File: config.mk
export PLATFORM = sky130hd
export DESIGN_NAME = axi_read_bridge
export DESIGN_NICKNAME = d
export VERILOG_FILES = /design/src/source/axi_pkg.sv /design/src/source/bridge_pkg.sv /design/src/source/read_ctrl.sv /design/src/source/ar_channel.sv /design/src/source/r_channel.sv /design/src/source/axi_read_bridge.sv
export SDC_FILE = /design/constraint.sdc
export NUM_CORES = 1
export LEC_CHECK = 0
export ABC_AREA = 1
export BUFFER_PORTS_ARGS = -buffer_cell sky130_fd_sc_hd__buf_2
export CORE_AREA = 2 2 103 105
export CTS_CLUSTER_SIZE = 14
export DETAILED_ROUTE_END_ITERATION = 16
export DIE_AREA = 0 0 105 107
export PLACE_DENSITY = 0.8
export SYNTH_ARGS = -nofsm -noshare
export SYNTH_HDL_FRONTEND = slang
export SYNTH_SLANG_ARGS = --single-unit
File: constraint.sdc
create_clock -name clk -period 2.9 [get_ports clk]
set_input_delay 0.145 -clock clk [delete_from_list [all_inputs] [get_ports clk]]
set_output_delay 0.145 -clock clk [all_outputs]
set_load 0.01 [all_outputs]
File: src/source/axi_pkg.sv
`default_nettype none

package axi_pkg;

    // bus widths
    localparam int addr_w = 32;
    localparam int data_w = 32;
    localparam int id_w   = 4;
    localparam int len_w  = 8;

    // fixed attributes of every read burst
    localparam logic [1:0] burst_incr    = 2'b01;
    localparam logic [1:0] lock_normal   = 2'b00;
    localparam logic [3:0] cache_default = 4'b0000;
    localparam logic [2:0] prot_default  = 3'b000;

    // transaction ids per cpu port
    localparam logic [id_w-1:0] id_inst = 4'd0;
    localparam logic [id_w-1:0] id_data = 4'd1;

    // 4 byte transfer
    localparam logic [2:0] size_word = 3'd2;

endpackage

`default_nettype wire

File: src/source/bridge_pkg.sv
`default_nettype none

package bridge_pkg;

    typedef enum logic [1:0] {
        st_idle,
        st_addr,
        st_data
    } bridge_state_t;

    // which cpu port owns the current transaction
    typedef enum logic {
        src_inst,
        src_data
    } req_src_t;

endpackage

`default_nettype wire

File: src/source/read_ctrl.sv
`default_nettype none

module read_ctrl
    import bridge_pkg::*;
#(
    parameter int pend_w = 5
) (
    input  wire logic              clk,
    input  wire logic              resetn,

    input  wire logic              inst_req,
    input  wire logic              data_req,
    input  wire logic [pend_w-1:0] pending_writes,

    input  wire logic              ar_done,
    input  wire logic              burst_done,

    output logic                   inst_addr_ok,
    output logic                   data_addr_ok,
    output logic                   load,
    output req_src_t               grant_src,
    output logic                   data_phase
);

    bridge_state_t state;
    bridge_state_t state_nxt;
    req_src_t      src_q;
    logic          data_eligible;
    logic          idle;

    // a read must not pass a store still in flight
    assign data_eligible = data_req && (pending_writes == '0);
    assign idle          = (state == st_idle);

    // grants answer the cpu in the same cycle
    assign data_addr_ok = idle && data_eligible;
    assign inst_addr_ok = idle && inst_req && !data_eligible;
    assign load         = data_addr_ok || inst_addr_ok;

    // live choice while idle, held owner for the rest of the transaction
    assign grant_src  = idle ? (data_eligible ? src_data : src_inst) : src_q;
    assign data_phase = (state == st_data);

    always_comb begin
        state_nxt = state;
        case (state)
            st_idle: begin
                if (load) begin
                    state_nxt = st_addr;
                end
            end
            st_addr: begin
                if (ar_done) begin
                    state_nxt = st_data;
                end
            end
            st_data: begin
                if (burst_done) begin
                    state_nxt = st_idle;
                end
            end
            default: begin
                state_nxt = st_idle;
            end
        endcase
    end

    always_ff @(posedge clk) begin
        if (!resetn) begin
            state <= st_idle;
            src_q <= src_inst;
        end else begin
            state <= state_nxt;
            if (load) begin
                src_q <= grant_src;
            end
        end
    end

endmodule

`default_nettype wire

File: src/source/ar_channel.sv
`default_nettype none

module ar_channel
    import axi_pkg::*;
    import bridge_pkg::*;
(
    input  wire logic              clk,
    input  wire logic              resetn,

    input  wire logic              load,
    input  wire req_src_t          grant_src,

    input  wire logic [addr_w-1:0] inst_addr,
    input  wire logic [len_w-1:0]  inst_len,
    input  wire logic [addr_w-1:0] data_addr,
    input  wire logic [2:0]        data_size,
    input  wire logic [len_w-1:0]  data_len,

    output logic [id_w-1:0]        arid,
    output logic [addr_w-1:0]      araddr,
    output logic [len_w-1:0]       arlen,
    output logic [2:0]             arsize,
    output logic [1:0]             arburst,
    output logic [1:0]             arlock,
    output logic [3:0]             arcache,
    output logic [2:0]             arprot,
    output logic                   arvalid,
    input  wire logic              arready,
    output logic                   ar_done
);

    assign arburst = burst_incr;
    assign arlock  = lock_normal;
    assign arcache = cache_default;
    assign arprot  = prot_default;

    assign ar_done = arvalid && arready;

    // request fields, frozen from load until the next grant
    always_ff @(posedge clk) begin
        if (load) begin
            if (grant_src == src_data) begin
                arid   <= id_data;
                araddr <= data_addr;
                arsize <= data_size;
                arlen  <= data_len;
            end else begin
                // instruction fetches are always full words
                arid   <= id_inst;
                araddr <= inst_addr;
                arsize <= size_word;
                arlen  <= inst_len;
            end
        end
    end

    always_ff @(posedge clk) begin
        if (!resetn) begin
            arvalid <= 1'b0;
        end else if (load) begin
            arvalid <= 1'b1;
        end else if (arready) begin
            arvalid <= 1'b0;
        end
    end

endmodule

`default_nettype wire

File: src/source/r_channel.sv
`default_nettype none

module r_channel
    import axi_pkg::*;
    import bridge_pkg::*;
(
    input  wire logic              clk,
    input  wire logic              resetn,

    input  wire logic              data_phase,
    input  wire req_src_t          grant_src,

    input  wire logic [data_w-1:0] rdata,
    input  wire logic              rlast,
    input  wire logic              rvalid,
    output logic                   rready,

    output logic                   inst_rvalid,
    output logic [data_w-1:0]      inst_rdata,
    output logic                   inst_rlast,
    output logic                   data_rvalid,
    output logic [data_w-1:0]      data_rdata,
    output logic                   data_rlast,

    output logic                   burst_done
);

    logic              beat;
    logic [data_w-1:0] rdata_q;
    logic              rlast_q;

    assign rready     = data_phase;
    assign beat       = rvalid && rready;
    assign burst_done = beat && rlast;

    // one data register shared by both ports, only the strobes are steered
    assign inst_rdata = rdata_q;
    assign data_rdata = rdata_q;
    assign inst_rlast = inst_rvalid && rlast_q;
    assign data_rlast = data_rvalid && rlast_q;

    always_ff @(posedge clk) begin
        if (beat) begin
            rdata_q <= rdata;
            rlast_q <= rlast;
        end
    end

    always_ff @(posedge clk) begin
        if (!resetn) begin
            inst_rvalid <= 1'b0;
            data_rvalid <= 1'b0;
        end else begin
            inst_rvalid <= beat && (grant_src == src_inst);
            data_rvalid <= beat && (grant_src == src_data);
        end
    end

endmodule

`default_nettype wire

File: src/source/axi_read_bridge.sv
`default_nettype none

module axi_read_bridge
    import axi_pkg::*;
    import bridge_pkg::*;
#(
    parameter int pend_w = 5
) (
    input  wire logic              clk,
    input  wire logic              resetn,

    // instruction port
    input  wire logic              inst_req,
    input  wire logic [addr_w-1:0] inst_addr,
    input  wire logic [len_w-1:0]  inst_len,
    output logic                   inst_addr_ok,
    output logic                   inst_rvalid,
    output logic [data_w-1:0]      inst_rdata,
    output logic                   inst_rlast,

    // data port
    input  wire logic              data_req,
    input  wire logic [addr_w-1:0] data_addr,
    input  wire logic [2:0]        data_size,
    input  wire logic [len_w-1:0]  data_len,
    output logic                   data_addr_ok,
    output logic                   data_rvalid,
    output logic [data_w-1:0]      data_rdata,
    output logic                   data_rlast,

    input  wire logic [pend_w-1:0] pending_writes,

    // axi read address
    output logic [id_w-1:0]        arid,
    output logic [addr_w-1:0]      araddr,
    output logic [len_w-1:0]       arlen,
    output logic [2:0]             arsize,
    output logic [1:0]             arburst,
    output logic [1:0]             arlock,
    output logic [3:0]             arcache,
    output logic [2:0]             arprot,
    output logic                   arvalid,
    input  wire logic              arready,

    // axi read data, rid and rresp are not looked at
    input  wire logic [id_w-1:0]   rid,
    input  wire logic [data_w-1:0] rdata,
    input  wire logic [1:0]        rresp,
    input  wire logic              rlast,
    input  wire logic              rvalid,
    output logic                   rready
);

    logic     load;
    req_src_t grant_src;
    logic     ar_done;
    logic     data_phase;
    logic     burst_done;

    read_ctrl #(
        .pend_w(pend_w)
    ) u_read_ctrl (
        .clk, .resetn,
        .inst_req, .data_req, .pending_writes,
        .ar_done, .burst_done,
        .inst_addr_ok, .data_addr_ok,
        .load, .grant_src, .data_phase
    );

    ar_channel u_ar_channel (
        .clk, .resetn,
        .load, .grant_src,
        .inst_addr, .inst_len,
        .data_addr, .data_size, .data_len,
        .arid, .araddr, .arlen, .arsize, .arburst, .arlock, .arcache, .arprot,
        .arvalid, .arready, .ar_done
    );

    r_channel u_r_channel (
        .clk, .resetn,
        .data_phase, .grant_src,
        .rdata, .rlast, .rvalid, .rready,
        .inst_rvalid, .inst_rdata, .inst_rlast,
        .data_rvalid, .data_rdata, .data_rlast,
        .burst_done
    );

endmodule

`default_nettype wire

# == After elaboration in Yosys (flattened, before gate mapping) ==
# Cells that the tools add are included.
# word_totals
register_bits,86
inputBits,133
out_inout_bits,130
# classes
n_eq_ne,5
n_mux,11
bitwise_logic,1
n_reduce_logical,17
# ops
op,count
32-bit 2-to-1 mux,1
1-bit logical AND,11
8-bit 2-to-1 mux,1
2-bit 2-to-1 mux,3
2-bit inequality test (second input constant),3
2-bit one-hot mux with 3 select lines,1
5-bit logical NOT,1
1-bit 2-to-1 mux,5
3-bit AND reduction,1
2-bit by 1-bit == test with 1-bit output (second input constant),1
2-bit == test (second input constant),1
2-bit logical NOT,1
2-bit nonzero test,1
1-bit logical NOT,1
1-bit logical OR,1
1-bit NOT,1

# == Logic depth before layout (Yosys ltp) ==
# Gate-level depths: netlist (run 1).
# logic_depth
ltp_word,7
mapped_depth,7
depth_no_buf,6

# == Cells and area by module ==
# From an unflattened synthesis (run 1), not the netlist that was laid out.
# unflattened
cells_unflattened,315
hier_area_um2,3788.6
# by_module_without_submodules
mod,n_inst,cells_per_inst,area_each_um2,seq_area_each_um2
ar_channel,1,203,2240.9,1341.3
r_channel,1,81,1330.0,1031.0
read_ctrl,1,31,217.7,60.1

# == Worst setup path before layout (run 1) ==
# Ideal clock, no wire load.
# synth_path
path_kind,register to register
startpoint,reg u_read_ctrl.state[0]
endpoint,"reg u_ar_channel.araddr[0], enable pin"
setup_time_ns,0.402
arrival_ns,1.834
slack_ns,0.664
stages_incl_launch_ff,5
n_path_buf,1
period_less_slack_ns,2.236
path_cell_list,dfxtp_1 nor2_2 nand4_4 buf_2 nand2_1
# synth_via
elab_chain_cells,4
# synth_rtl
element,line,source
start: declaration,read_ctrl.sv:25,bridge_state_t state;
start signal: assignment,read_ctrl.sv:70,state <= st_idle;
start signal: assignment,read_ctrl.sv:73,state <= state_nxt;
2-bit logical NOT (*),read_ctrl.sv:33,assign idle = (state == st_idle);
1-bit logical AND (2 in a row),read_ctrl.sv:37,assign inst_addr_ok = idle && inst_req && !data_eligible;
1-bit logical OR (*),read_ctrl.sv:38,assign load = data_addr_ok || inst_addr_ok;
net load,axi_read_bridge.sv:54,logic load;
end signal: assignment,ar_channel.sv:44,araddr <= data_addr;
end signal: assignment,ar_channel.sv:50,araddr <= inst_addr;
end: declaration,ar_channel.sv:20,"output logic [addr_w-1:0] araddr,"
# The timed path passes the listed nets; every way through them passes the cells marked *.
# A chain may end at the register's enable or synchronous reset.

# == Worst setup path in the final report (run 1) ==
# layout_path
startpoint,reg u_read_ctrl.state[0]
endpoint,"reg u_ar_channel.arlen[3], enable pin"
# layout_via
elab_chain_cells,4
# layout_rtl
element,line,source
2-bit logical NOT (*),read_ctrl.sv:33,
1-bit logical AND (2 in a row),read_ctrl.sv:37,
1-bit logical OR (*),read_ctrl.sv:38,
net load,axi_read_bridge.sv:54,
end signal: assignment,ar_channel.sv:46,arlen <= data_len;
end signal: assignment,ar_channel.sv:52,arlen <= inst_len;
end: declaration,ar_channel.sv:21,"output logic [len_w-1:0] arlen,"
# Marks and branches as above.

==> results.md, run 1 <==
* Status: finished, final reports clean
* Nets at 693
* Worst Setup Start Kind: register
* RSZ-0062 raised after global routing: false
* Core footprint at 10100 µm²
* Mean Syn Cell Area at 11.4 µm²
* H-tree levels at 3
* Fin area at 5210 µm²
* Io pins at 263
* Synth area leader: edfxtp_1
* Hold WC Path Type: in -> reg
* Reg2Reg Setup Slack at 1.02 ns
* Layout cells sized above 1 at 47.1%
* Die width at 105 µm
* FF-to-FF End: u_ar_channel.arlen[3]
* Die area at 11200 µm²
* Worst Path Required at 2.95 ns
* DP HPWL at 7090 µm
* Max Slew Vio Count at 0
* Syn Std Cell Area at 3600 µm²
* Multi-input logic area at 727 µm²
* Max Root-Sink Buffers at 2
* Arr. time, crit path at 1.92 ns
* Fmax at 532 MHz
* Clock latency on the worst-skew pair at 0.35 ns
* WHS Endpoint: u_ar_channel.arvalid
* Routed vias/inst at 4.36
* RR Startpoint: u_read_ctrl.state[0]
* Synth top area cells: edfxtp_1, buf_4, nand2_1
* Power Dens Cells at 501 nW/µm²
* Total CTS buffers at 9
* Initial Utilization at 35.7%
* Met2 routed WL at 5320 µm
* Grt ovf at 0
* WL per Instance at 13.9 µm
* Setup TNS at 0 ns
* Critical Path Max Stage Delay at 0.44 ns
* Root Buffer: clkbuf_8
* Worst path cell trace: nor2_2 > nand4_4 > nand2_2 > buf_12
* Setup-failing EPs final at 0
* CP top delay family: simple AND/OR/NAND/NOR gates
* Hold Path Origin: resetn
* Port Buf Inserts at 242
* Critical path class: reg -> reg
* Final period util at 64.8%
* Clk sinks at 83
* Critical path capture point type: register
* Number of synthesized register bits at 83
* Cell count after synthesis at 316
* Antenna viol nets, final at 0
* Post_cts resized at 0
* DR WL met3 at 850 µm
* Bufs and invs on worst path at 1
* CP max FO at 30
* Via count at 3063
* Largest net degree at the start of global routing at 45
* DRC viols at 0
* Clk_skew at 0.0130 ns
* Max cap viols at 0
* Fill cells at 890
* Initial antenna violation count at 1
* First-pass GRT wire length at 14000 µm
* DR iter-0 viols at 162
* Synth top area share at 64.3%
* Routed wire length at 9770 µm
* Worst hold stages at 3
* CTS tree: done
* Synth cell types at 17
* Pleak at 0.00254 µW
* Tmin final at 1.88 ns
* Register area share after synthesis at 67.6%
* Peak VDD IR at 249 µV
* Total Routing Usage GR at 16.5%
* Pre-antenna DRT Iters at 4
* Synth Warn # at 0
* Worst-path clk slew at 0.09 ns
* FF+latch area at 2430 µm²
* Dpl cell area at 4650 µm²
* Row count at 37
* GP Congestion at 0.748
* Fin. Hold Viols at 0
* WL met1 at 3410 µm
* Slowest cell on crit path: nand2_2
* P&R area growth vs syn at 44.7%
* Vias in the first global route at 2867
* Worst-case reg-to-reg path depth at 4
* Top sig layer: met4
* Die Y at 107 µm
worst min-delay path, stage by stage:
cell,delay [ns]
buf_2,0.13
nand2_1,0.06
inv_1,0.04
power by group:
part           switching (µW)  leakage [µW]  total, µW  internal, µW
sequential               15.8      0.000766       1380          1370
clock                     435      0.000105        926           491
combinational             147       0.00167        296           149
total                     597       0.00254       2610          2010
stage by stage:
stage	std cells	hold slack (ns)	setup slack (ns)	power (µW)	util, %
final	702	0.0430	1.02	2610	51.6
after global routing	702	0.0487	0.898	2710	51.6
after CTS	701	0.0249	0.966	2640	51.6
after detailed placement	652	0.324	1.01	1680	46.1
after global placement	652	0.322	1.06	1670	46.1
after floorplan	328	0.243	0.664	1530	-
sequential cells by signal (all words and copies together) (netlist names):
name,cells
u_ar_channel.arid,1
u_read_ctrl.src_q,1
u_ar_channel.arsize,3
u_ar_channel.arvalid,1
u_r_channel.rlast_q,1
u_read_ctrl.state,2
u_ar_channel.araddr,32
u_ar_channel.arlen,8
u_r_channel.data_rvalid,1
u_r_channel.data_rdata,32
u_r_channel.inst_rvalid,1
layout make-up:
| cell class | instances | area share [%] |
|---|---|---|
| flip-flops and latches | 83 | 46.7 |
| repair buffers | 279 | 30.4 |
| multi-input cells | 169 | 14.0 |
| well taps | 136 | 3.27 |
| clock buffers | 9 | 2.38 |
| clock inverters | 7 | 1.90 |
| inverters | 18 | 1.30 |
| diodes | 1 | 0.0481 |
cells in the mapped netlist, drive strengths merged:
| cell | instances |
|---|---|
| inv | 18 |
| a21boi | 1 |
| o21ai | 1 |
| nand3 | 44 |
| and3 | 1 |
| nand4 | 1 |
| dfxtp | 6 |
| nor2 | 11 |
| nand2 | 96 |
| conb | 2 |
| edfxtp | 77 |
| buf | 58 |
placed cells by master (no fill, tap or decap), drive strengths merged, types with 2 or more instances in the layout:
master / instances
nand3: 44
nand2: 96
conb: 14
clkinvlp: 2
edfxtp: 77
inv: 20
buf: 246
bufinv: 2
nor2: 11
clkbuf: 9
dlygate4sd3: 33
dfxtp: 6
timing repair:
| item | 4_1_cts | 5_1_grt |
|---|---|---|
| hold buffers | 33 | 0 |
| endpoints found under the hold margin | 33 | 0 |
| buffers inserted | 0 | 0 |
routing by layer:
| metal | GRT usage (%) | vias to the layer above |
|---|---|---|
| met4 | 7.05 | 0 |
| li1 | - | 1481 |
| met5 | 0 | - |
| met3 | 4.32 | 14 |
| met1 | 16.6 | 1378 |
| met2 | 32.0 | 190 |
how the worst max path moves through the flow:
| stage | startpoint | end | slack, ns | cells past startpoint |
|---|---|---|---|---|
| after global placement | pending_writes[1] | u_ar_channel.araddr[15] | 1.06 | 5 |
| after detailed placement | u_read_ctrl.state[0] | u_ar_channel.arlen[1] | 1.01 | 4 |
| after CTS | u_read_ctrl.state[0] | u_ar_channel.arlen[3] | 0.97 | 4 |
| after floorplan | u_read_ctrl.state[0] | u_ar_channel.araddr[0] | 0.66 | 4 |
| after global routing | u_read_ctrl.state[0] | u_ar_channel.arlen[3] | 0.90 | 4 |
| final | u_read_ctrl.state[0] | u_ar_channel.arlen[3] | 1.02 | 4 |
logic make-up (layout without fill, tap and decap cells):
family | after synthesis | after routing | share of synthesized area (%)
flops | 83 | 83 | 67.6
buf+inv | 76 | 313 | 13.5
compound gates | 2 | 2 | 0.348
other cells | 2 | 15 | 0.209
simple gates | 153 | 153 | 18.3
Power figures use the tool's default switching activity.
==> run 2, diff against run 1 <==
==> constraint.sdc (replaced) <==
create_clock -name clk -period 1.81 [get_ports clk]
set_input_delay 0.0905 -clock clk [delete_from_list [all_inputs] [get_ports clk]]
set_output_delay 0.0905 -clock clk [all_outputs]
set_load 0.01 [all_outputs]
==> run 2 against run 1 <==
Sequential share of layout area shrank 2.5 points. Clock-buffer cell count is the same. Register-to-register slack lost 0.69 ns. Die area is the same. Cell count grew 4.1%. Critical path depth grew 1. Power grew 55%. Cell area grew 5.7%. Combinational power grew 80%. Non-clock buffer count grew 30. Clock skew grew 0.00076 ns. Largest cell class unchanged.
==> results.md, run 2 (synthesized netlist as in run 1, its figures left out) <==
* Commonest cells after routing, fill and taps aside: buf_2, nand2_1, edfxtp_1
* P&R area growth vs syn at 52.9%
* Clk_skew at 0.0137 ns (+0.000763 ns)
* DP HPWL at 7190 µm (+1.4%)
* Nets at 723 (+4.3%)
* RSZ-0062 raised after global routing: false
* Multi-input logic area at 732 µm² (+0.69%)
* First-pass GRT wire length at 15200 µm (+8.6%)
* Total CTS buffers at 9 (unchanged)
* Initial Utilization at 35.7% (unchanged)
* H-tree levels at 3 (unchanged)
* CTS tree: done
* Critical path capture point type: output pin
* Core footprint at 10100 µm² (unchanged)
* Worst-path clk slew at 0.09 ns (about the same)
* Hold WC Path Type: in -> reg
* Die width at 105 µm (unchanged)
* Io pins at 263 (unchanged)
* Vias in the first global route at 3144 (+9.7%)
* Postcts setup bufs at 0 (unchanged)
* Layout cells sized above 1 at 45.0% (-2.0 points)
* DRC viols at 0 (unchanged)
* Root Buffer: clkbuf_8
* Pre-antenna DRT Iters at 4 (unchanged)
* Hold slack final at 0.0216 ns (-0.0214 ns)
* Die area at 11200 µm² (unchanged)
* Initial antenna violation count at 0 (-1)
* Setup TNS at 0 ns (unchanged)
* Die Y at 107 µm (unchanged)
* Fill cells at 875 (-1.7%)
* FF+latch area at 2430 µm² (unchanged)
* Largest net degree at the start of global routing at 45 (unchanged)
* Fmax at 608 MHz
* Antenna cell count at 0 (-1)
* Max Root-Sink Buffers at 2 (unchanged)
* Pleak at 0.00267 µW (+5.0%)
* GP Congestion at 0.756 (+1.1%)
* Peak VDD IR at 431 µV (+73%)
* Max cap viols at 0 (unchanged)
* Routed vias/inst at 4.34 (-0.46%)
* Status: finished, final reports clean
* Routed wire length at 10200 µm (+4.2%)
* Row count at 37 (unchanged)
* Fin. Hold Viols at 0 (unchanged)
* Commonest non-fill, non-tap cell in the layout: buf_2
* Via count at 3175 (+3.7%)
* Total Routing Usage GR at 17.7% (+1.2 points)
* Grt ovf at 0 (unchanged)
* Antenna viol nets, final at 0 (unchanged)
* WL per Instance at 13.9 µm (about the same)
* CP max FO at 44 (+47%)
* Power Dens Cells at 736 nW/µm² (+47%)
* Final period util at 90.9%
* Worst-case reg-to-reg path depth at 6 (+2)
* DR iter-0 viols at 156 (-3.7%)
* Worst hold stages at 3 (unchanged)
* Worst Path Required at 1.72 ns (-1.23 ns)
* Port Buf Inserts at 242 (unchanged)
* Critical path class: reg -> out
* Arr. time, crit path at 1.55 ns (-0.37 ns)
* Total power at 4050 µW (+55%)
* Clock latency on the worst-skew pair at 0.35 ns (about the same)
* Clk sinks at 83 (unchanged)
* Tmin final at 1.64 ns
* Worst Setup Start Kind: register
* Setup-failing EPs final at 0 (unchanged)
* Max Slew Vio Count at 0 (unchanged)
run 2: changes by cell type in the layout (fill, tap and decap cells not counted), sizes merged:
cell and delta:
dlygate4sd3 +28, clkinv +4, buf +2, inv -2
bufinv -1, clkinvlp -1, diode -1
run 2: final timing paths:
kind                        startpoint                      end  slack (ns)
hold reg to reg   u_ar_channel.arvalid     u_read_ctrl.state[1]        0.54
setup / recovery  u_read_ctrl.state[0]             data_addr_ok        0.17
setup reg to reg  u_read_ctrl.state[0]  u_ar_channel.araddr[18]        0.33
hold / removal            data_addr[7]   u_ar_channel.araddr[7]        0.02
run 2: layer usage:
layer | GRT usage (%) | share of wire, % | vias up
met3 | 5.78 | 8.3 | 14
met1 | 17.1 | 35 | 1456
li1 | - | - | 1535
met5 | 0 | 0 | -
met4 | 5.90 | 1.7 | 0
met2 | 35.1 | 55 | 170
run 2: final cells by class:
type / count / area share, %
Inverter: 18 / 1.23
Clock inverter: 7 / 1.25
Timing Repair Buffer: 309 / 34.7
Sequential cell: 83 / 44.2
Multi-Input combinational cell: 169 / 13.3
Clock buffer: 9 / 2.25
Tap cell: 136 / 3.09
run 2: repair_timing:
action,in CTS,in global routing
hold endpoints to repair,63,0
resized for setup,0,1
hold buffers,61,0
endpoints found under the setup margin,0,1
run 2: power breakdown:
part | internal, µW | switching, µW
clock network | 633 | 668
registers | 2190 | 24.8
logic | 284 | 249
run 2: metrics by stage:
step / std cells / utilization [%] / area [µm²] / setup slack, ns
after floorplan: 328 / - / 3650 / 0.172
after global placement: 654 / 46.5 / 4700 / 0.352
after detailed placement: 654 / 46.5 / 4700 / 0.307
after CTS: 731 / 54.5 / 5500 / 0.0435
after global routing: 731 / 54.5 / 5500 / 0.0215
final: 731 / 54.5 / 5500 / 0.165
run 2: worst max-delay path: stages, from the launching register on:
cell,delay [ns]
dfxtp_1,0.34
nor2_2,0.20
nand4_4,0.17
buf_6,0.24
inv_1,0.08
buf_2,0.12
